--- src/verilog/gpu_config.svh ---
`ifndef GPU_CONFIG_SVH
`define GPU_CONFIG_SVH

`define GPU_WIDTH        64          // screen width
`define GPU_HEIGHT       64          // screen height
`define GPU_COORD_BITS   8
`define GPU_COLOR_BITS   12          // 4 bits per channel
`define GPU_FB_BASE      16'h4000    // frame-buffer read window

`define GPU_REG_CTRL     16'h0000
`define GPU_REG_STATUS   16'h0004
`define GPU_REG_CENTER   16'h0008
`define GPU_REG_RADIUS   16'h000C
`define GPU_REG_COLOR    16'h0010
`define GPU_REG_PIXCNT   16'h0014

`endif

--- src/verilog/gpu_pkg.sv ---
`default_nettype none

`include "gpu_config.svh"

package gpu_pkg;

  typedef logic [`GPU_COORD_BITS-1:0] coord_t;
  typedef logic signed [`GPU_COORD_BITS+1:0] scoord_t;    // chord ends before clipping
  typedef logic [`GPU_COLOR_BITS-1:0] color_t;
  typedef logic [$clog2(`GPU_WIDTH * `GPU_HEIGHT)-1:0] fbAddr_t;   // y * width + x
  typedef logic [15:0] pixCount_t;

  typedef enum logic [2:0]
  {
    IDLE,
    CHORD_TOP,      // row yc+y
    CHORD_UPPER,    // row yc+x
    CHORD_BOTTOM,   // row yc-y
    CHORD_LOWER,    // row yc-x
    STEP,
    FINISH
  } chordState_t;

endpackage

`default_nettype wire

--- src/verilog/pixel_if.sv ---
`timescale 1ns/1ns
`default_nettype none

interface pixel_if;

  logic              valid;
  logic              ready;
  gpu_pkg::coord_t   x;
  gpu_pkg::coord_t   y;
  gpu_pkg::color_t   color;

  // source holds x, y and color while stalled
  modport source (output valid, output x, output y, output color, input ready);

  modport sink (input valid, input x, input y, input color, output ready);

endinterface

`default_nettype wire

--- src/verilog/circleRasterizer.sv ---
`timescale 1ns/1ns
`default_nettype none

`include "gpu_config.svh"

module circleRasterizer
(
  input  wire                    clk,
  input  wire                    n_rst,
  input  wire gpu_pkg::coord_t   centerX_i,
  input  wire gpu_pkg::coord_t   centerY_i,
  input  wire gpu_pkg::coord_t   radius_i,
  input  wire gpu_pkg::color_t   color_i,
  input  wire                    start_i,
  output logic                   busy_o,
  output logic                   done_o,
  pixel_if.source                pix
);

  gpu_pkg::chordState_t   state;
  gpu_pkg::chordState_t   chordNext;
  gpu_pkg::coord_t        stepX;
  gpu_pkg::coord_t        stepY;
  gpu_pkg::coord_t        walkOff;      // offset from the left chord end
  logic signed [11:0]     dVar;         // midpoint decision variable
  logic signed [11:0]     twoX;
  logic signed [11:0]     twoY;
  gpu_pkg::scoord_t       cx;
  gpu_pkg::scoord_t       cy;
  gpu_pkg::scoord_t       sx;
  gpu_pkg::scoord_t       sy;
  gpu_pkg::scoord_t       rowS;
  gpu_pkg::scoord_t       loS;
  gpu_pkg::scoord_t       hiS;
  gpu_pkg::scoord_t       clipLo;
  gpu_pkg::scoord_t       clipHi;
  gpu_pkg::scoord_t       curX;
  logic                   inChord;
  logic                   chordOk;
  logic                   lastPix;
  logic                   fire;

  function automatic gpu_pkg::scoord_t clampS(input gpu_pkg::scoord_t v, input int lim);
    if (v < 0)
      return '0;
    if (v > lim)
      return gpu_pkg::scoord_t'(lim);
    return v;
  endfunction

  assign cx   = gpu_pkg::scoord_t'(centerX_i);
  assign cy   = gpu_pkg::scoord_t'(centerY_i);
  assign sx   = gpu_pkg::scoord_t'(stepX);
  assign sy   = gpu_pkg::scoord_t'(stepY);
  assign twoX = $signed(12'({stepX, 1'b0}));
  assign twoY = $signed(12'({stepY, 1'b0}));

  // ################################################
  // chord endpoints for the current step
  always_comb
  begin
    rowS      = cy;
    loS       = cx;
    hiS       = cx;
    chordNext = gpu_pkg::IDLE;
    case (state)
      gpu_pkg::CHORD_TOP:
      begin
        rowS      = cy + sy;
        loS       = cx - sx;
        hiS       = cx + sx;
        chordNext = gpu_pkg::CHORD_UPPER;
      end
      gpu_pkg::CHORD_UPPER:
      begin
        rowS      = cy + sx;
        loS       = cx - sy;
        hiS       = cx + sy;
        chordNext = gpu_pkg::CHORD_BOTTOM;
      end
      gpu_pkg::CHORD_BOTTOM:
      begin
        rowS      = cy - sy;
        loS       = cx - sx;
        hiS       = cx + sx;
        chordNext = gpu_pkg::CHORD_LOWER;
      end
      gpu_pkg::CHORD_LOWER:
      begin
        rowS      = cy - sx;
        loS       = cx - sy;
        hiS       = cx + sy;
        chordNext = gpu_pkg::STEP;
      end
      default:
      begin
        chordNext = gpu_pkg::IDLE;
      end
    endcase
  end

  assign inChord = (state == gpu_pkg::CHORD_TOP) || (state == gpu_pkg::CHORD_UPPER) ||
                   (state == gpu_pkg::CHORD_BOTTOM) || (state == gpu_pkg::CHORD_LOWER);

  // clip to the screen, empty chords are skipped
  assign clipLo  = clampS(loS, `GPU_WIDTH - 1);
  assign clipHi  = clampS(hiS, `GPU_WIDTH - 1);
  assign chordOk = inChord && (rowS >= 0) && (rowS <= `GPU_HEIGHT - 1) && (clipLo <= clipHi);

  assign curX    = clipLo + gpu_pkg::scoord_t'(walkOff);
  assign lastPix = (curX >= clipHi);

  assign pix.valid = chordOk;
  assign pix.x     = gpu_pkg::coord_t'(curX);
  assign pix.y     = gpu_pkg::coord_t'(rowS);
  assign pix.color = color_i;               // colour passes straight through
  assign fire      = pix.valid & pix.ready;

  assign busy_o = (state != gpu_pkg::IDLE);
  assign done_o = (state == gpu_pkg::FINISH);

  // ################################################
  always_ff @(posedge clk or negedge n_rst)
  begin
    if (!n_rst)
    begin
      state   <= gpu_pkg::IDLE;
      stepX   <= '0;
      stepY   <= '0;
      dVar    <= '0;
      walkOff <= '0;
    end
    else
    begin
      case (state)
        gpu_pkg::IDLE:
        begin
          if (start_i)
          begin
            stepX   <= '0;
            stepY   <= radius_i;
            dVar    <= 12'sd1 - $signed(12'(radius_i));
            walkOff <= '0;
            state   <= gpu_pkg::CHORD_TOP;
          end
        end
        gpu_pkg::CHORD_TOP, gpu_pkg::CHORD_UPPER, gpu_pkg::CHORD_BOTTOM, gpu_pkg::CHORD_LOWER:
        begin
          if (!chordOk || (fire && lastPix))
          begin
            walkOff <= '0;
            state   <= chordNext;
          end
          else if (fire)
            walkOff <= walkOff + 1'b1;   // stalls while ready is low
        end
        gpu_pkg::STEP:
        begin
          if (stepX >= stepY)
            state <= gpu_pkg::FINISH;
          else
          begin
            if (dVar < 0)
              dVar <= dVar + twoX + 12'sd3;
            else
            begin
              dVar  <= dVar + twoX - twoY + 12'sd5;
              stepY <= stepY - 1'b1;
            end
            stepX <= stepX + 1'b1;
            state <= gpu_pkg::CHORD_TOP;
          end
        end
        gpu_pkg::FINISH:
          state <= gpu_pkg::IDLE;        // one cycle done pulse
        default:
          state <= gpu_pkg::IDLE;
      endcase
    end
  end

endmodule

`default_nettype wire

--- src/flat_wrapper.sv ---
// flat-port wrapper written by rule: the top's interface ports become plain ports
module circleRasterizer_flat 
  (clk, n_rst, centerX_i, centerY_i, radius_i, color_i, start_i, busy_o, done_o, pix_valid, pix_x, pix_y, pix_color, pix_ready);
  pixel_if pix_i ();
  input  wire clk;
  input  wire n_rst;
  input  wire gpu_pkg::coord_t centerX_i;
  input  wire gpu_pkg::coord_t centerY_i;
  input  wire gpu_pkg::coord_t radius_i;
  input  wire gpu_pkg::color_t color_i;
  input  wire start_i;
  output logic busy_o;
  output logic done_o;
  output wire logic [$bits(pix_i.valid)-1:0] pix_valid;
  output wire logic [$bits(pix_i.x)-1:0] pix_x;
  output wire logic [$bits(pix_i.y)-1:0] pix_y;
  output wire logic [$bits(pix_i.color)-1:0] pix_color;
  input wire logic [$bits(pix_i.ready)-1:0] pix_ready;
  assign pix_valid = pix_i.valid;
  assign pix_x = pix_i.x;
  assign pix_y = pix_i.y;
  assign pix_color = pix_i.color;
  assign pix_i.ready = pix_ready;
  circleRasterizer u_core (.clk(clk), .n_rst(n_rst), .centerX_i(centerX_i), .centerY_i(centerY_i), .radius_i(radius_i), .color_i(color_i), .start_i(start_i), .busy_o(busy_o), .done_o(done_o), .pix(pix_i));
endmodule
--- config.mk ---
export PLATFORM = sky130hd
export DESIGN_NAME = circleRasterizer_flat
export DESIGN_NICKNAME = d
export VERILOG_FILES = /design/src/verilog/gpu_pkg.sv /design/src/verilog/pixel_if.sv /design/src/verilog/circleRasterizer.sv /design/src/flat_wrapper.sv
export VERILOG_INCLUDE_DIRS = /design/src /design/src/verilog
export SDC_FILE = /design/constraint.sdc
export NUM_CORES = 1
export LEC_CHECK = 0
export BUFFER_PORTS_ARGS = -buffer_cell sky130_fd_sc_hd__buf_4
export CAP_MARGIN = 20
export CORE_MARGIN = 4
export CORE_UTILIZATION = 59
export CTS_CLUSTER_SIZE = 24
export DETAILED_ROUTE_END_ITERATION = 12
export PLACE_DENSITY = 0.77
export SYNTH_ARGS = -nofsm -noshare
export SYNTH_HDL_FRONTEND = slang
export SYNTH_SLANG_ARGS = --single-unit
--- constraint.sdc ---
create_clock -name clk -period 8.9 [get_ports clk]
set_input_delay 0.445 -clock clk [delete_from_list [all_inputs] [get_ports clk]]
set_output_delay 0.445 -clock clk [all_outputs]
set_load 0.01 [all_outputs]
==> results list <==
- The flow ran to the end, and the final reports show no timing, DRC or antenna violations.
- At the pin with the least slew margin, the transition time is 0.7707 ns.
* Via/cell ratio: around 6.3
- Number of max-slew violations in the final report: 0
* TritonCTS clock tree: built
* Post-CTS Setup Bufs: 0
* Antenna diode instance count: 0
* Average cell area after synthesis: 7.633 sq um
* Vias in the first global route: 6357
* Leading cell types by total area after synthesis: sky130_fd_sc_hd__ha_1 (20%), sky130_fd_sc_hd__dfrtp_1 (15%), sky130_fd_sc_hd__xnor2_1 (6.5%)
* Most common library cells after synthesis: sky130_fd_sc_hd__ha_1 (104), sky130_fd_sc_hd__nor2_1 (77), sky130_fd_sc_hd__nand2_1 (70)
- Worst max-slew margin expressed relative to the limit: 0.4843
* Area delta synth->final: 7.004%
- Placeable core region: 10890 sq um
* Number of enable-type register cells in the synthesized netlist: 0
* Number of antenna violations at the first check in global routing: 0
- Number of I/O port buffers: 46
* Total routing resource utilization after global routing: 0.2928
- Floorplan die height: 113.8 um
- Of the synthesized area, sequential elements account for 0.1476.
- In the routed design, unresolved DRC markers number 0.
- The share of synthesized area in the top cell type comes to 0.1969.
* Hold violation count in the final report: 0
* Layout cell share with drive strength beyond 1: 0.08999
- After clock tree synthesis, the repair step resized 0 gates.
* Worst r2r src: u_core.state[0]
- Setup violations remaining at the end of the flow were counted as 0.
* Async SR Flop Fraction: 1.000
- Dominant synthesized flop cell: sky130_fd_sc_hd__dfrtp_1
- Worst reg2reg path endpoint: u_core.state[0]
- Most instantiated library cell after synthesis: sky130_fd_sc_hd__ha_1
* Remaining Overflow, GRT: 0
- Counting along the longest clock path gives a buffer depth of 2.
- Mapped Area: 6610 sq um
* Setup Skew: 0.007497 ns
- The worst setup path is captured at a flop.
- In this run the worst hold path is classified as in -> async.
* Routed via count: 6446
* Root Buffer: sky130_fd_sc_hd__clkbuf_8
* Unrepaired setup endpoints after global routing: no
- In this run the core area contains 38 standard-cell rows.
* Largest stage delay on the critical path: 0.56 ns
- Wire length after detailed routing: ~18000 um
* Category of cells accounting for the largest share of critical-path delay: simple AND/OR/NAND/NOR gates
- Fmax: 136.7 MHz
- Critical path launch point type: flop
- For flop-to-flop paths, the worst setup slack is 1.58 ns.
- Number of optimization iterations in the first detailed-route pass: 7
- Summing all placed instances gives a cell area of 6955 sq um.
* Starting density of the core: 0.6071
* Top fanout value on the critical path: 18
- Cts hold-fix bufs: 0
- Arrival time reported for the critical path endpoint: 7.53 ns
* Share of the core filled with cells: 0.6496
- Post-Route Hold Slack: 0.1231 ns
- Wire length of the first global-routing pass: 31210 um
* Final Critical Period: 7.316 ns
* Reg clk slew, reported paths: roughly 0.08 ns
* Synth Instances: 866
- Pin count of the biggest net entering global routing: 40
- Layout Cell Area excl Fill: 7073 sq um
- Slowest CP cell: sky130_fd_sc_hd__dfrtp_1
* Inserted Clock Buffers: 5
* Bufs and invs on worst path: 1
- I/O pin count: 71
- For this design, the sink count on the clock tree is 39.
* Fraction of the cycle the final worst path needs: 0.8220
* HPWL after detailed placement: 14840 um
* Number of max-cap violations: 0
* Violation count after the first detailed-route iteration: around 480
- Final sum of negative setup slack: 0 ns
* Yosys cell types: between 70 and 80
* Cell taking the most area after synthesis: sky130_fd_sc_hd__ha_1
* Clock Latency Late Sink: approximately 0.3 ns
- Crit Path Category: reg -> reg
* Worst reg2reg path depth: 29
* Die ar.: 12960 sq um
- Required time worst endpoint: 9.12 ns
- Weighted congestion at the end of routability-driven global placement: 0.9705
* Warning count from the yosys run: 0
- # nets final: 1039
* Die width: 113.8 um
- Number of routed nets with antenna violations: 0
- The clock tree synthesis step divided the H-tree into 2 levels.
* Routed wirelength normalized by instance count: roughly 18 um
* Count of state elements after synthesis: 39
[cells in the final DEF, fill, tap and decap left out, drive strengths merged, types with 24 or more instances in the layout]
master,n
a21oi,64
nand3,26
dfrtp,39
xnor2,49
nor2,78
ha,104
inv,70
o21ai,70
nor3,24
buf,48
nand2,70
[cell families (layout without fill, tap and decap cells)]
| group | Yosys count | in the layout | share of synthesized area |
|---|---|---|---|
| AOI/OAI and AO/OA | 257 | 257 | 0.2535 |
| adders and majority gates | 114 | 114 | 0.2226 |
| DFF | 39 | 39 | 0.1476 |
| xor gates and xnor gates | 70 | 70 | 0.09275 |
| buffers and inverters | 110 | 126 | 0.07250 |
| other | 2 | 9 | 0.001136 |
| muxes | 11 | 11 | 0.01741 |
| and+or+nand+nor | 263 | 263 | 0.1925 |
[final cells by class]
class,count,area [sq um]
fill,1002,3815
tap,140,175.2
multi-input combinational,724,5181
clock inverter,2,35.03
clock buffer,6,82.58
inverter,70,262.8
timing repair buffer,48,360.3
sequential,39,975.9
[state kept, by name, indices dropped and copies added, names as in the netlist]
signal	count
u_core.stepY	8
u_core.walkOff	8
u_core.state	3
u_core.stepX	8
u_core.dVar	12
[stage by stage]
stage / setup slack [ns] / std cells
final: 1.584 / 1029
after global routing: 0.9447 / 1029
after CTS: 1.679 / 1029
after detailed placement: 1.699 / 1021
after global placement: 1.972 / 1021
after floorplan: 2.202 / 873
[how the worst max path moves through the flow]
stage / start / to / depth (start not counted)
2_1_floorplan: u_core.state[1] / u_core.state[0] / 31
4_1_cts: u_core.state[0] / u_core.state[0] / 29
3_5_place_dp: u_core.state[0] / u_core.state[0] / 29
6_report: u_core.state[0] / u_core.state[0] / 29
3_3_place_gp: u_core.state[0] / u_core.state[0] / 29
5_1_grt: u_core.state[2] / u_core.state[0] / 29
[per-layer routing]
| layer | GRT usage | share of wire |
|---|---|---|
| met3 | 0.04085 | 0.066 |
| met4 | 0.1283 | 0.041 |
| met1 | 0.3821 | 0.44 |
| met5 | 0 | 0 |
| met2 | 0.4837 | 0.46 |
Power is left out: the tool's default activity adds up to more than one toggle a clock period on the data nets, which glitch-free logic cannot reach.
