**src/verilog/gpu_config.svh**
```systemverilog
`ifndef GPU_CONFIG_SVH
`define GPU_CONFIG_SVH

`define GPU_WIDTH        64          // screen width
`define GPU_HEIGHT       64          // screen height
`define GPU_COORD_BITS   8
`define GPU_COLOR_BITS   12          // 4 bits per channel
`define GPU_FB_BASE      16'h4000    // frame-buffer read window

`define GPU_REG_CTRL     16'h0000
`define GPU_REG_STATUS   16'h0004
`define GPU_REG_CENTER   16'h0008
`define GPU_REG_RADIUS   16'h000C
`define GPU_REG_COLOR    16'h0010
`define GPU_REG_PIXCNT   16'h0014

`endif

```
**src/verilog/gpu_pkg.sv**
```systemverilog
`default_nettype none

`include "gpu_config.svh"

package gpu_pkg;

  typedef logic [`GPU_COORD_BITS-1:0] coord_t;
  typedef logic signed [`GPU_COORD_BITS+1:0] scoord_t;    // chord ends before clipping
  typedef logic [`GPU_COLOR_BITS-1:0] color_t;
  typedef logic [$clog2(`GPU_WIDTH * `GPU_HEIGHT)-1:0] fbAddr_t;   // y * width + x
  typedef logic [15:0] pixCount_t;

  typedef enum logic [2:0]
  {
    IDLE,
    CHORD_TOP,      // row yc+y
    CHORD_UPPER,    // row yc+x
    CHORD_BOTTOM,   // row yc-y
    CHORD_LOWER,    // row yc-x
    STEP,
    FINISH
  } chordState_t;

endpackage

`default_nettype wire

```
**src/verilog/apbCircleRegs.sv**
```systemverilog
`timescale 1ns/1ns
`default_nettype none

`include "gpu_config.svh"

module apbCircleRegs
(
  input  wire                    clk,
  input  wire                    n_rst,
  input  wire [15:0]             paddr_i,
  input  wire                    psel_i,
  input  wire                    penable_i,
  input  wire                    pwrite_i,
  input  wire [31:0]             pwdata_i,
  output logic [31:0]            prdata_o,
  output logic                   pready_o,
  output logic                   pslverr_o,
  input  wire                    rastBusy_i,
  input  wire                    rastDone_i,
  input  wire                    pixelWritten_i,
  output gpu_pkg::coord_t        centerX_o,
  output gpu_pkg::coord_t        centerY_o,
  output gpu_pkg::coord_t        radius_o,
  output gpu_pkg::color_t        color_o,
  output logic                   startPulse_o,
  output gpu_pkg::fbAddr_t       fbRdAddr_o,
  output logic                   fbRdEn_o,
  input  wire gpu_pkg::color_t   fbRdData_i,
  output logic                   irq_o
);

  logic                 access;
  logic [15:0]          fbOffset;
  logic                 isFb;
  logic                 isCtrl;
  logic                 isStatus;
  logic                 isCenter;
  logic                 isRadius;
  logic                 isColor;
  logic                 isPixCnt;
  logic                 regHit;
  logic                 isCfg;
  logic                 slvErr;
  logic                 wrEn;
  logic                 startWr;
  logic                 fbWait;       // second cycle of a frame-buffer read
  logic                 doneFlag;
  gpu_pkg::pixCount_t   pixCnt;

  // ################################################
  // address decode
  assign access   = psel_i & penable_i;
  assign isCtrl   = (paddr_i == `GPU_REG_CTRL);
  assign isStatus = (paddr_i == `GPU_REG_STATUS);
  assign isCenter = (paddr_i == `GPU_REG_CENTER);
  assign isRadius = (paddr_i == `GPU_REG_RADIUS);
  assign isColor  = (paddr_i == `GPU_REG_COLOR);
  assign isPixCnt = (paddr_i == `GPU_REG_PIXCNT);

  assign fbOffset = paddr_i - `GPU_FB_BASE;
  assign isFb     = (paddr_i >= `GPU_FB_BASE) &&
                    (fbOffset < 16'(`GPU_WIDTH * `GPU_HEIGHT * 4));   // one word per pixel

  assign regHit   = isCtrl | isStatus | isCenter | isRadius | isColor | isPixCnt;
  assign isCfg    = isCenter | isRadius | isColor;

  assign slvErr   = ~(regHit | isFb)
                  | (pwrite_i & isFb)                          // window is read only
                  | (pwrite_i & isCtrl & pwdata_i[0] & rastBusy_i)
                  | (pwrite_i & isCfg & rastBusy_i);           // job locked while drawing

  // ################################################
  // handshake, frame-buffer reads take one wait state
  assign fbRdEn_o   = access & ~pwrite_i & isFb & ~fbWait;
  assign fbRdAddr_o = gpu_pkg::fbAddr_t'(fbOffset >> 2);
  assign pready_o   = access & (~(isFb & ~pwrite_i) | fbWait);
  assign pslverr_o  = pready_o & slvErr;

  assign wrEn    = access & pwrite_i & ~slvErr;   // writes never wait
  assign startWr = wrEn & isCtrl & pwdata_i[0];
  assign irq_o   = doneFlag;

  always_comb
  begin
    prdata_o = '0;
    if (isStatus)
      prdata_o = {30'b0, rastBusy_i, doneFlag};
    else if (isCenter)
    begin
      prdata_o[0 +: `GPU_COORD_BITS]  = centerX_o;
      prdata_o[16 +: `GPU_COORD_BITS] = centerY_o;
    end
    else if (isRadius)
      prdata_o[0 +: `GPU_COORD_BITS] = radius_o;
    else if (isColor)
      prdata_o[0 +: `GPU_COLOR_BITS] = color_o;
    else if (isPixCnt)
      prdata_o = 32'(pixCnt);
    else if (isFb)
      prdata_o[0 +: `GPU_COLOR_BITS] = fbRdData_i;   // registered memory data
  end

  // ################################################
  always_ff @(posedge clk or negedge n_rst)
  begin
    if (!n_rst)
    begin
      fbWait       <= 1'b0;
      startPulse_o <= 1'b0;
      doneFlag     <= 1'b0;
      pixCnt       <= '0;
      centerX_o    <= '0;
      centerY_o    <= '0;
      radius_o     <= '0;
      color_o      <= '0;
    end
    else
    begin
      fbWait       <= fbRdEn_o;
      startPulse_o <= startWr;

      if (wrEn && isCenter)
      begin
        centerX_o <= pwdata_i[0 +: `GPU_COORD_BITS];
        centerY_o <= pwdata_i[16 +: `GPU_COORD_BITS];
      end
      if (wrEn && isRadius)
        radius_o <= pwdata_i[0 +: `GPU_COORD_BITS];
      if (wrEn && isColor)
        color_o <= pwdata_i[0 +: `GPU_COLOR_BITS];

      if (startWr)
        doneFlag <= 1'b0;
      else if (rastDone_i)
        doneFlag <= 1'b1;             // sticky until next start

      if (startWr)
        pixCnt <= '0;
      else if (pixelWritten_i)
        pixCnt <= pixCnt + 1'b1;
    end
  end

endmodule

`default_nettype wire

```
**config.mk**
```make
export PLATFORM = sky130hd
export DESIGN_NAME = apbCircleRegs
export DESIGN_NICKNAME = d
export VERILOG_FILES = /design/src/verilog/gpu_pkg.sv /design/src/verilog/apbCircleRegs.sv
export VERILOG_INCLUDE_DIRS = /design/src /design/src/verilog
export SDC_FILE = /design/constraint.sdc
export NUM_CORES = 1
export LEC_CHECK = 0
export BUFFER_PORTS_ARGS = -buffer_cell sky130_fd_sc_hd__buf_2
export CAP_MARGIN = 20
export CORE_MARGIN = 4
export CORE_UTILIZATION = 30
export DETAILED_ROUTE_END_ITERATION = 6
export GPL_TIMING_DRIVEN = 0
export SETUP_SLACK_MARGIN = 0.02
export SLEW_MARGIN = 0
export SYNTH_ARGS = -nofsm -noshare
export SYNTH_HDL_FRONTEND = slang
export SYNTH_SLANG_ARGS = --single-unit
```
**constraint.sdc**
```tcl
create_clock -name clk -period 5.6 [get_ports clk]
set_input_delay 0.84 -clock clk [delete_from_list [all_inputs] [get_ports clk]]
set_output_delay 0.84 -clock clk [all_outputs]
set_load 0.02 [all_outputs]
```
==> results.sh, run 1 <==
export IMPL_clkPwrFrac_pct=29.9
export IMPL_slowest_delay_ps=770
export IMPL_gp_congestion=0.7512
export IMPL_cts_path_max_buffers=2
export IMPL_synth_edff_count=0
export IMPL_reg2regPathDepth=4
export IMPL_grt_usage_pct=14.78
export IMPL_grt_overflow=0
export IMPL_vias=2669
export IMPL_grt_max_degree=36
export IMPL_yosys_area_top_type="dfrtp_1"
export IMPL_ys_ff_latch=55
export IMPL_critPathKind="primary input to primary output"
export IMPL_arrival_ps=3060
export IMPL_seq_power_share_pct=52.4
export IMPL_crit_required_ps=4760
export IMPL_path_max_fanout=10
export IMPL_netlist_area_sq_um=3055
export IMPL_cts_tree="yes"
export IMPL_final_core_util_pct=40.87
export IMPL_period_share_pct=69.60
export IMPL_dieArea_sq_um=11860
export IMPL_setup_viol=0
export IMPL_layout_area_seq_sq_um=1376
export IMPL_cts_setup_buffers=0
export IMPL_hp_start="fbWait"
export IMPL_root_buffer="clkbuf_8"
export IMPL_startpoint_type="primary input"
export IMPL_cts_buffers=5
export IMPL_drive_gt1_share_pct=48.64
export IMPL_combPwrFrac_pct=17.7
export IMPL_cap_violations=0
export IMPL_rsz0062_at_grt="no"
export IMPL_p_int_mw=0.6243
export IMPL_swShare_pct=27.90
export IMPL_avgSynthCellArea_sq_um=10.36
export IMPL_cts_num_sinks=55
export IMPL_nFillCells=998
export IMPL_rows=36
export IMPL_die_y_um=108.9
export IMPL_ys_types=43
export IMPL_synthArstFlopShare_pct=100.0
export IMPL_placed_cells=568
export IMPL_grt_pass1_vias=2543
export IMPL_synth_top_cells_by_area="dfrtp_1, mux2_2, buf_4"
export IMPL_clkTransAtPathRegs_ps=90
export IMPL_antenna_found_initial=0
export IMPL_drtPass1Iterations=4
export IMPL_tns_ps=0
export IMPL_dp_final_hpwl_um=6968
export IMPL_min_path_cells=1
export IMPL_period_minus_slack_ps=3898
export IMPL_status="complete, no violations"
export IMPL_wl_per_cell_um=15.56
export IMPL_rr_startpoint="pixCnt[4]"
export IMPL_cts_hold_buffers=0
export IMPL_r2r_slack_ps=3850
export IMPL_cpMostUsedCell="buf_2"
export IMPL_fmax_mhz=256.6
export IMPL_p_switching_mw=0.2416
export IMPL_worst_slew_pin_slew_ps=885.4
export IMPL_synth_seq_area_share_pct=45.05
export IMPL_dr_first_iter_drc_count=116
export IMPL_core_area_sq_um=9864
export IMPL_fin_nets=511
export IMPL_die_x_um=108.9
export IMPL_crit_chain="buf_2, nor4_1, and4_1, clkbuf_1, nand2_1, a21oi_1, buf_2"
export IMPL_leakage_nw=2.182
export IMPL_finalMaxSlewViolations=0
export IMPL_worstReg2RegEnd="pixCnt[11]"
export IMPL_port_buffers=132
export IMPL_hold_viol=0
export IMPL_post_cts_resized=0
export IMPL_crit_path_start="paddr_i[13]"
export IMPL_slew_headroom_pct=40.43
export IMPL_final_cells=575
export IMPL_htree_levels=2
export IMPL_diodes=0
export IMPL_via_per_inst=4.642
export IMPL_start_util_pct=30.97
export IMPL_area_growth_syn_to_layout_pct=31.94
export IMPL_antenna_left=0
export IMPL_synthCells=295
export IMPL_drc=0
export IMPL_multi_input_area_sq_um=1493
export IMPL_fin_skew_ps=4.884
export IMPL_timing_hold_worst_endpoint="fbWait"
export IMPL_routed_wirelength_um=8945
export IMPL_clkLatencyLatePin_ps=300
export IMPL_ys_flop_type="dfrtp_1"
export IMPL_slowest_stage="nor4_1"
export IMPL_ir_worst_vdd_uv=100.3
export IMPL_pin_count=153
export IMPL_min_path_type="flop to flop"
export IMPL_powerDensity_nw_per_um2=214.8
export IMPL_yosys_area_top_type_share_pct=45.05
export IMPL_grt_pass1_wl_um=13490
export IMPL_end_kind="primary output"
export IMPL_yosysWarnings=0
-- state kept, by name, summed over array words and instances (netlist names) --
signal,count
color_o,12
fbWait,1
radius_o,8
irq_o,1
centerY_o,8
centerX_o,8
startPulse_o,1
pixCnt,16
-- critical path, delay by kind of cell --
| family | cells | cell delay, ps |
|---|---|---|
| simple gates | 3 | 1370 |
| buf+inv | 3 | 680 |
| compound gates | 1 | 160 |
-- layout by cell type (no fill, tap or decap), types with 5 or more instances in the layout --
cell	n
conb_1	8
a22oi_1	10
xor2_1	7
buf_2	134
a21oi_1	5
clkbuf_8	5
nor2_1	28
mux2_2	44
nand3_1	9
nand2_1	33
and2_1	15
xnor2_1	7
dfrtp_1	55
clkbuf_1	6
nand4_1	5
buf_4	21
-- kinds of logic (layout without fill, tap and decap cells) --
family                     Yosys count  after routing  synth area share, %
DFF                                 55             55                45.05
and+or+nand+nor                    124            124                21.83
xor gates and xnor gates            14             14                4.013
muxes                               46             46                16.87
buffers and inverters               33            173                6.961
AOI/OAI and AO/OA                   21             21                4.750
adders and majority gates            1              1               0.4094
other                                1              8               0.1227
-- power by group through the flow --
stage	clock, mW	combinational (mW)	sequential, mW
floorplan	0	0.0975	0.455
global placement	0	0.150	0.461
detailed placement	0	0.154	0.461
CTS	0.271	0.156	0.454
global route	0.283	0.173	0.459
finish	0.259	0.153	0.454
-- per-stage QoR --
step | worst slack [ps] | cell area [sq um] | power [mW] | hold slack, ps
finish | 1702 | 4031 | 0.8659 | 458.9
global route | 1468 | 4031 | 0.9145 | 488.8
CTS | 1623 | 4031 | 0.8801 | 456.5
detailed placement | 1640 | 3929 | 0.6157 | 442.1
global placement | 1635 | 3909 | 0.6101 | 435.0
floorplan | 2167 | 3082 | 0.5523 | 501.9
-- worst max-delay path by stage --
stage | end | slack [ps] | depth (start not counted)
global route | prdata_o[2] | 1470 | 7
global placement | prdata_o[2] | 1630 | 7
CTS | prdata_o[2] | 1620 | 7
floorplan | prdata_o[0] | 2170 | 6
finish | prdata_o[2] | 1700 | 7
detailed placement | prdata_o[2] | 1640 | 7
-- cell usage after synthesis (2+ instances only) --
master,instances
inv_1,3
nor4_1,2
nand2b_1,2
nor3_1,4
dfrtp_1,55
and3_1,4
nand3_1,9
nand2_1,33
nor2_1,28
nand3b_1,2
a21oi_1,5
a22oi_1,10
clkbuf_1,5
xnor2_1,7
buf_2,2
nor3b_1,3
nand4_1,5
a211oi_1,2
buf_4,21
mux2i_1,2
or3_1,2
and2_1,15
nor3_2,2
xor2_1,7
o211ai_1,2
or4_1,3
mux2_2,44
-- cell type report --
| type | count | share of cell area, % |
|---|---|---|
| plain buffers | 30 | 4.997 |
| clock buffers | 6 | 1.800 |
| clock inverters | 1 | 0.7449 |
| inverters | 3 | 0.2793 |
| multi-input cells | 214 | 37.03 |
| flip-flops and latches | 55 | 34.14 |
| well taps | 133 | 4.128 |
| repair buffers | 133 | 16.88 |
-- layer usage --
metal  global-route usage [%]  vias to the layer above  wire length, um
met5                        0                        -                0
met4                    4.238                        0              110
met3                    3.079                        7              800
met2                    24.65                      129             4100
met1                    19.35                     1237             3933
li1                         -                     1296                -
Note: power is estimated with default switching activity, not from simulation.
==> run 2, diff against run 1 <==
- clock period: 5.6 -> 3.2 ns (I/O delays scaled with it)
==> run 2 against run 1 <==
Sequential power is 75% higher. Via count is 0.11% lower. Wire length hardly changed. Cell count is 0.17% lower. Global-route usage hardly changed. Clock-buffer cell count stayed put. First-iteration DRC count is 1.7% lower. Sequential share of layout area is 0.074 points lower. Power is 75% higher. Register-to-register slack worse by 2400 ps. Non-clock buffer count is 1 lower. Sequential cell count stayed put. Critical endpoint is now prdata_o[9].
==> results.sh, run 2 (synthesis results as in run 1) <==
export IMPL_status="complete, no violations"
export IMPL_startpoint_type="primary input"
export IMPL_dp_slack_ps=-40.32
export IMPL_min_path_type="primary input to async pin"
export IMPL_period_minus_slack_ps=3009
export IMPL_leakage_nw=2.183
export IMPL_finalPower_mw=1.515
export IMPL_setup_viol=0
export IMPL_final_cells=574
export IMPL_root_buffer="clkbuf_8"
export IMPL_dp_final_hpwl_um=6968
export IMPL_fin_nets=510
export IMPL_largest_register_ffs=16
export IMPL_p_switching_mw=0.4221
export IMPL_core_area_sq_um=9864
export IMPL_cts_num_sinks=55
export IMPL_fin_skew_ps=3.578
export IMPL_cts_buffers=5
export IMPL_final_common_cell="buf_2"
export IMPL_grt_usage_pct=14.82
export IMPL_crit_required_ps=2720
export IMPL_die_x_um=108.9
export IMPL_routed_wirelength_um=8937
export IMPL_clkTransAtPathRegs_ps=90
export IMPL_seq_power_share_pct=52.4
export IMPL_finalMaxSlewViolations=0
export IMPL_dieArea_sq_um=11860
export IMPL_r2r_slack_ps=1460
export IMPL_arrival_ps=2530
export IMPL_rsz0062_at_grt="no"
export IMPL_port_buffers=132
export IMPL_cts_tree="yes"
export IMPL_combPwrFrac_pct=17.7
export IMPL_drive_gt1_share_pct=49.21
export IMPL_htree_levels=2
export IMPL_layout_common_cells="buf_2, dfrtp_1, mux2_2"
export IMPL_fmax_mhz=332.4
export IMPL_start_util_pct=30.97
export IMPL_path_max_fanout=10
export IMPL_grt_overflow=0
export IMPL_nFillCells=996
export IMPL_powerDensity_nw_per_um2=374.9
export IMPL_die_y_um=108.9
export IMPL_clkLatencyLatePin_ps=300
export IMPL_grt_pass1_wl_um=13530
export IMPL_setup_ws_ps=191.4
export IMPL_swShare_pct=27.87
export IMPL_reg_top3="pixCnt: 16 flops, color_o: 12 flops"
export IMPL_clkPwrFrac_pct=29.8
export IMPL_holdWs_ps=140.4
export IMPL_period_share_pct=94.02
export IMPL_vias=2666
export IMPL_grt_pass1_vias=2558
export IMPL_placed_cells=568
export IMPL_placed_cell_area_sq_um=3929
export IMPL_drc=0
export IMPL_diodes=0
export IMPL_cap_violations=0
export IMPL_gp_congestion=0.7512
export IMPL_antenna_found_initial=0
export IMPL_dr_first_iter_drc_count=114
export IMPL_p_int_mw=1.093
export IMPL_pin_count=153
export IMPL_hold_viol=0
export IMPL_critPathKind="primary input to primary output"
export IMPL_rows=36
export IMPL_via_per_inst=4.645
export IMPL_worst_slew_pin_slew_ps=659.2
export IMPL_end_kind="primary output"
export IMPL_area_growth_syn_to_layout_pct=32.23
export IMPL_wl_per_cell_um=15.57
export IMPL_cts_setup_buffers=0
export IMPL_cts_path_max_buffers=2
export IMPL_grt_max_degree=36
export IMPL_final_core_util_pct=40.96
export IMPL_tns_ps=0
export IMPL_antenna_left=0
export IMPL_drtPass1Iterations=4
export IMPL_largest_register="pixCnt"
export IMPL_slew_headroom_pct=56.05
export IMPL_design_area_sq_um=4040
export IMPL_ir_worst_vdd_uv=174.3
export IMPL_cts_hold_buffers=0
==> run 2: area by class of cell <==
cell class	instances	area [sq um]	area share (%)
clock inverters	1	30.03	0.7433
flip-flops and latches	55	1376	34.07
multi-input cells	214	1503	37.19
repair buffers	133	680.7	16.85
clock buffers	6	72.57	1.796
inverters	3	11.26	0.2787
plain buffers	29	200.2	4.955
well taps	133	166.4	4.119
==> run 2: metal layers <==
metal / routed length, um / up-vias / track usage, %
li1: - / 1292 / -
met1: 3951 / 1245 / 19.35
met2: 4109 / 122 / 24.78
met3: 766 / 7 / 3.079
met4: 110 / 0 / 4.238
met5: 0 / - / 0
==> run 2: what timing repair did <==
| item | 4_1_cts | 5_1_grt |
|---|---|---|
| resized for setup | 2 | 1 |
| pin swaps | 0 | 0 |
| endpoints found under the setup margin | 11 | 11 |
==> run 2: final timing paths <==
| path | start | to | depth (start not counted) |
|---|---|---|---|
| max | paddr_i[1] | prdata_o[9] | 8 |
| min | n_rst | fbWait | 1 |
| max reg2reg | pixCnt[4] | pixCnt[11] | 4 |
| min reg2reg | fbWait | fbWait | 1 |
| max in group asynchronous | n_rst | pixCnt[10] | 2 |
| min in group clk | rastDone_i | irq_o | 3 |
==> run 2: critical path, cell delays in order <==
cell and delay, ps:
buf_2 100, or4_4 570, or4_4 600, nor2_1 200
buf_4 230, a22oi_1 100, nand2_1 80, buf_2 160
==> run 2: power by group through the flow <==
stage | sequential [mW] | combinational, mW | clock [mW]
floorplan | 0.796 | 0.171 | 0
global placement | 0.806 | 0.262 | 0
detailed placement | 0.807 | 0.270 | 0
CTS | 0.794 | 0.273 | 0.474
global route | 0.803 | 0.303 | 0.495
finish | 0.794 | 0.269 | 0.452
==> run 3, diff against run 2 <==
- REMOVE_ABC_BUFFERS: unset -> 1
==> run 3 against run 2 <==
Combinational power decreased by 7.8%. Clock power decreased by 16%. Sequential cell count unchanged. Non-clock buffer count decreased by 25. Cell area decreased by 4.6%. Sequential power about the same. Via count decreased by 2.3%. Critical path depth unchanged. Wire length decreased by 5.4%. Cell count decreased by 4.2%. Worst setup slack got worse by 3.8 ps. Hold slack improved by 22 ps. Critical path type unchanged. Critical endpoint is now prdata_o[8]. Largest cell class unchanged.
==> results.sh, run 3 (synthesis results as in run 1) <==
export IMPL_period_minus_slack_ps=3012
export IMPL_vias=2606
export IMPL_r2r_slack_ps=1430
export IMPL_drc=0
export IMPL_holdWs_ps=162.0
export IMPL_grt_overflow=0
export IMPL_rsz0062_at_grt="no"
export IMPL_end_kind="primary output"
export IMPL_antenna_left=0
export IMPL_cap_violations=0
export IMPL_via_per_inst=4.738
export IMPL_min_path_type="primary input to async pin"
export IMPL_placed_cell_area_sq_um=3750
export IMPL_setup_viol=0
export IMPL_fin_skew_ps=7.502
export IMPL_rows=36
export IMPL_wl_per_cell_um=15.37
export IMPL_htree_levels=2
export IMPL_path_max_fanout=5
export IMPL_port_buffers=132
export IMPL_status="complete, no violations"
export IMPL_die_y_um=108.9
export IMPL_critPathKind="primary input to primary output"
export IMPL_start_util_pct=30.97
export IMPL_layout_common_cells="buf_2, dfrtp_1, mux2_2"
export IMPL_powerDensity_nw_per_um2=369.3
export IMPL_core_area_sq_um=9864
export IMPL_cts_hold_buffers=0
export IMPL_leakage_nw=2.066
export IMPL_grt_max_degree=33
export IMPL_clkLatencyLatePin_ps=310
export IMPL_arrival_ps=2530
export IMPL_worstReg2RegEnd="pixCnt[11]"
export IMPL_pin_count=153
export IMPL_finalMaxSlewViolations=0
export IMPL_slew_headroom_pct=39.74
export IMPL_reg_top3="pixCnt: 16 flops, color_o: 12 flops"
export IMPL_root_buffer="clkbuf_8"
export IMPL_ir_worst_vdd_uv=153.3
export IMPL_largest_register="pixCnt"
export IMPL_nFillCells=1021
export IMPL_fmax_mhz=332.0
export IMPL_drive_gt1_share_pct=47.24
export IMPL_diodes=0
export IMPL_grt_pass1_vias=2620
export IMPL_worst_slew_pin_slew_ps=901.0
export IMPL_routed_wirelength_um=8454
export IMPL_layout_area_seq_sq_um=1376
export IMPL_hold_viol=0
export IMPL_startpoint_type="primary input"
export IMPL_cts_num_sinks=55
export IMPL_grt_pass1_wl_um=13280
export IMPL_reg2regPathDepth=4
export IMPL_crit_required_ps=2720
export IMPL_gp_congestion=0.8057
export IMPL_die_x_um=108.9
export IMPL_cts_path_max_buffers=2
export IMPL_drtPass1Iterations=4
export IMPL_largest_register_ffs=16
export IMPL_antenna_found_initial=0
export IMPL_dp_final_hpwl_um=6617
export IMPL_rr_startpoint="pixCnt[4]"
export IMPL_design_area_sq_um=3856
export IMPL_multi_input_area_sq_um=1503
export IMPL_grt_usage_pct=14.36
export IMPL_cts_buffers=5
export IMPL_final_common_cell="buf_2"
export IMPL_dr_first_iter_drc_count=126
export IMPL_clkTransAtPathRegs_ps=100
export IMPL_dieArea_sq_um=11860
export IMPL_cts_tree="yes"
export IMPL_area_growth_syn_to_layout_pct=26.21
export IMPL_period_share_pct=94.14
export IMPL_fin_nets=485
## run 3: worst max-delay path by stage
stage,start,to,slack (ps),cells past startpoint
after detailed placement,paddr_i[1],prdata_o[2],-450,7
after floorplan,paddr_i[1],prdata_o[2],150,5
after global routing,paddr_i[13],prdata_o[2],60,6
after global placement,paddr_i[1],prdata_o[2],-440,7
final,paddr_i[1],prdata_o[8],190,8
after CTS,paddr_i[1],prdata_o[2],30,7
## run 3: power by group
group / switching, mW / total (mW) / internal, mW
combinational: 0.141 / 0.248 / 0.108
sequential: 0.0576 / 0.797 / 0.740
clock: 0.224 / 0.378 / 0.155
total: 0.422 / 1.42 / 1.00
## run 3: what timing repair did
action / CTS / global route
buffers inserted: 0 / 2
endpoints found under the setup margin: 11 / 14
resized for setup: 2 / 1
pin swaps: 0 / 1
## run 3: through the flow
stage / cells / utilization, % / setup TNS (ps) / power [mW] / setup WS [ps]
floorplan: 272 / - / 0 / 0.9333 / 147.4
global placement: 537 / 37.58 / -4232 / 1.048 / -439.0
detailed placement: 540 / 38.01 / -3775 / 1.061 / -445.9
CTS: 548 / 38.91 / 0 / 1.448 / 34.57
global route: 550 / 39.09 / 0 / 1.516 / 64.64
finish: 550 / 39.09 / 0 / 1.424 / 187.6
## run 3: layout make-up
class / instances / share of cell area, %
multi-input combinational: 214 / 38.97
sequential: 55 / 35.69
timing repair buffer: 137 / 18.62
tap: 133 / 4.315
clock buffer: 7 / 1.979
inverter: 3 / 0.2920
clock inverter: 1 / 0.1298
## run 3: worst max-delay path: stages
cell and delay (ps):
buf_2 100, or4_4 570, or4_1 690, nor2_4 180, buf_4 180, a22oi_1 80, nand2_1 90, buf_2 160
## run 3: per-layer routing
metal	vias to the layer above	GRT usage [%]	share of wire, %
li1	1248	-	-
met1	1247	18.96	43
met2	99	23.95	47
met3	12	2.783	7.2
met4	0	4.058	1.9
met5	-	0	0
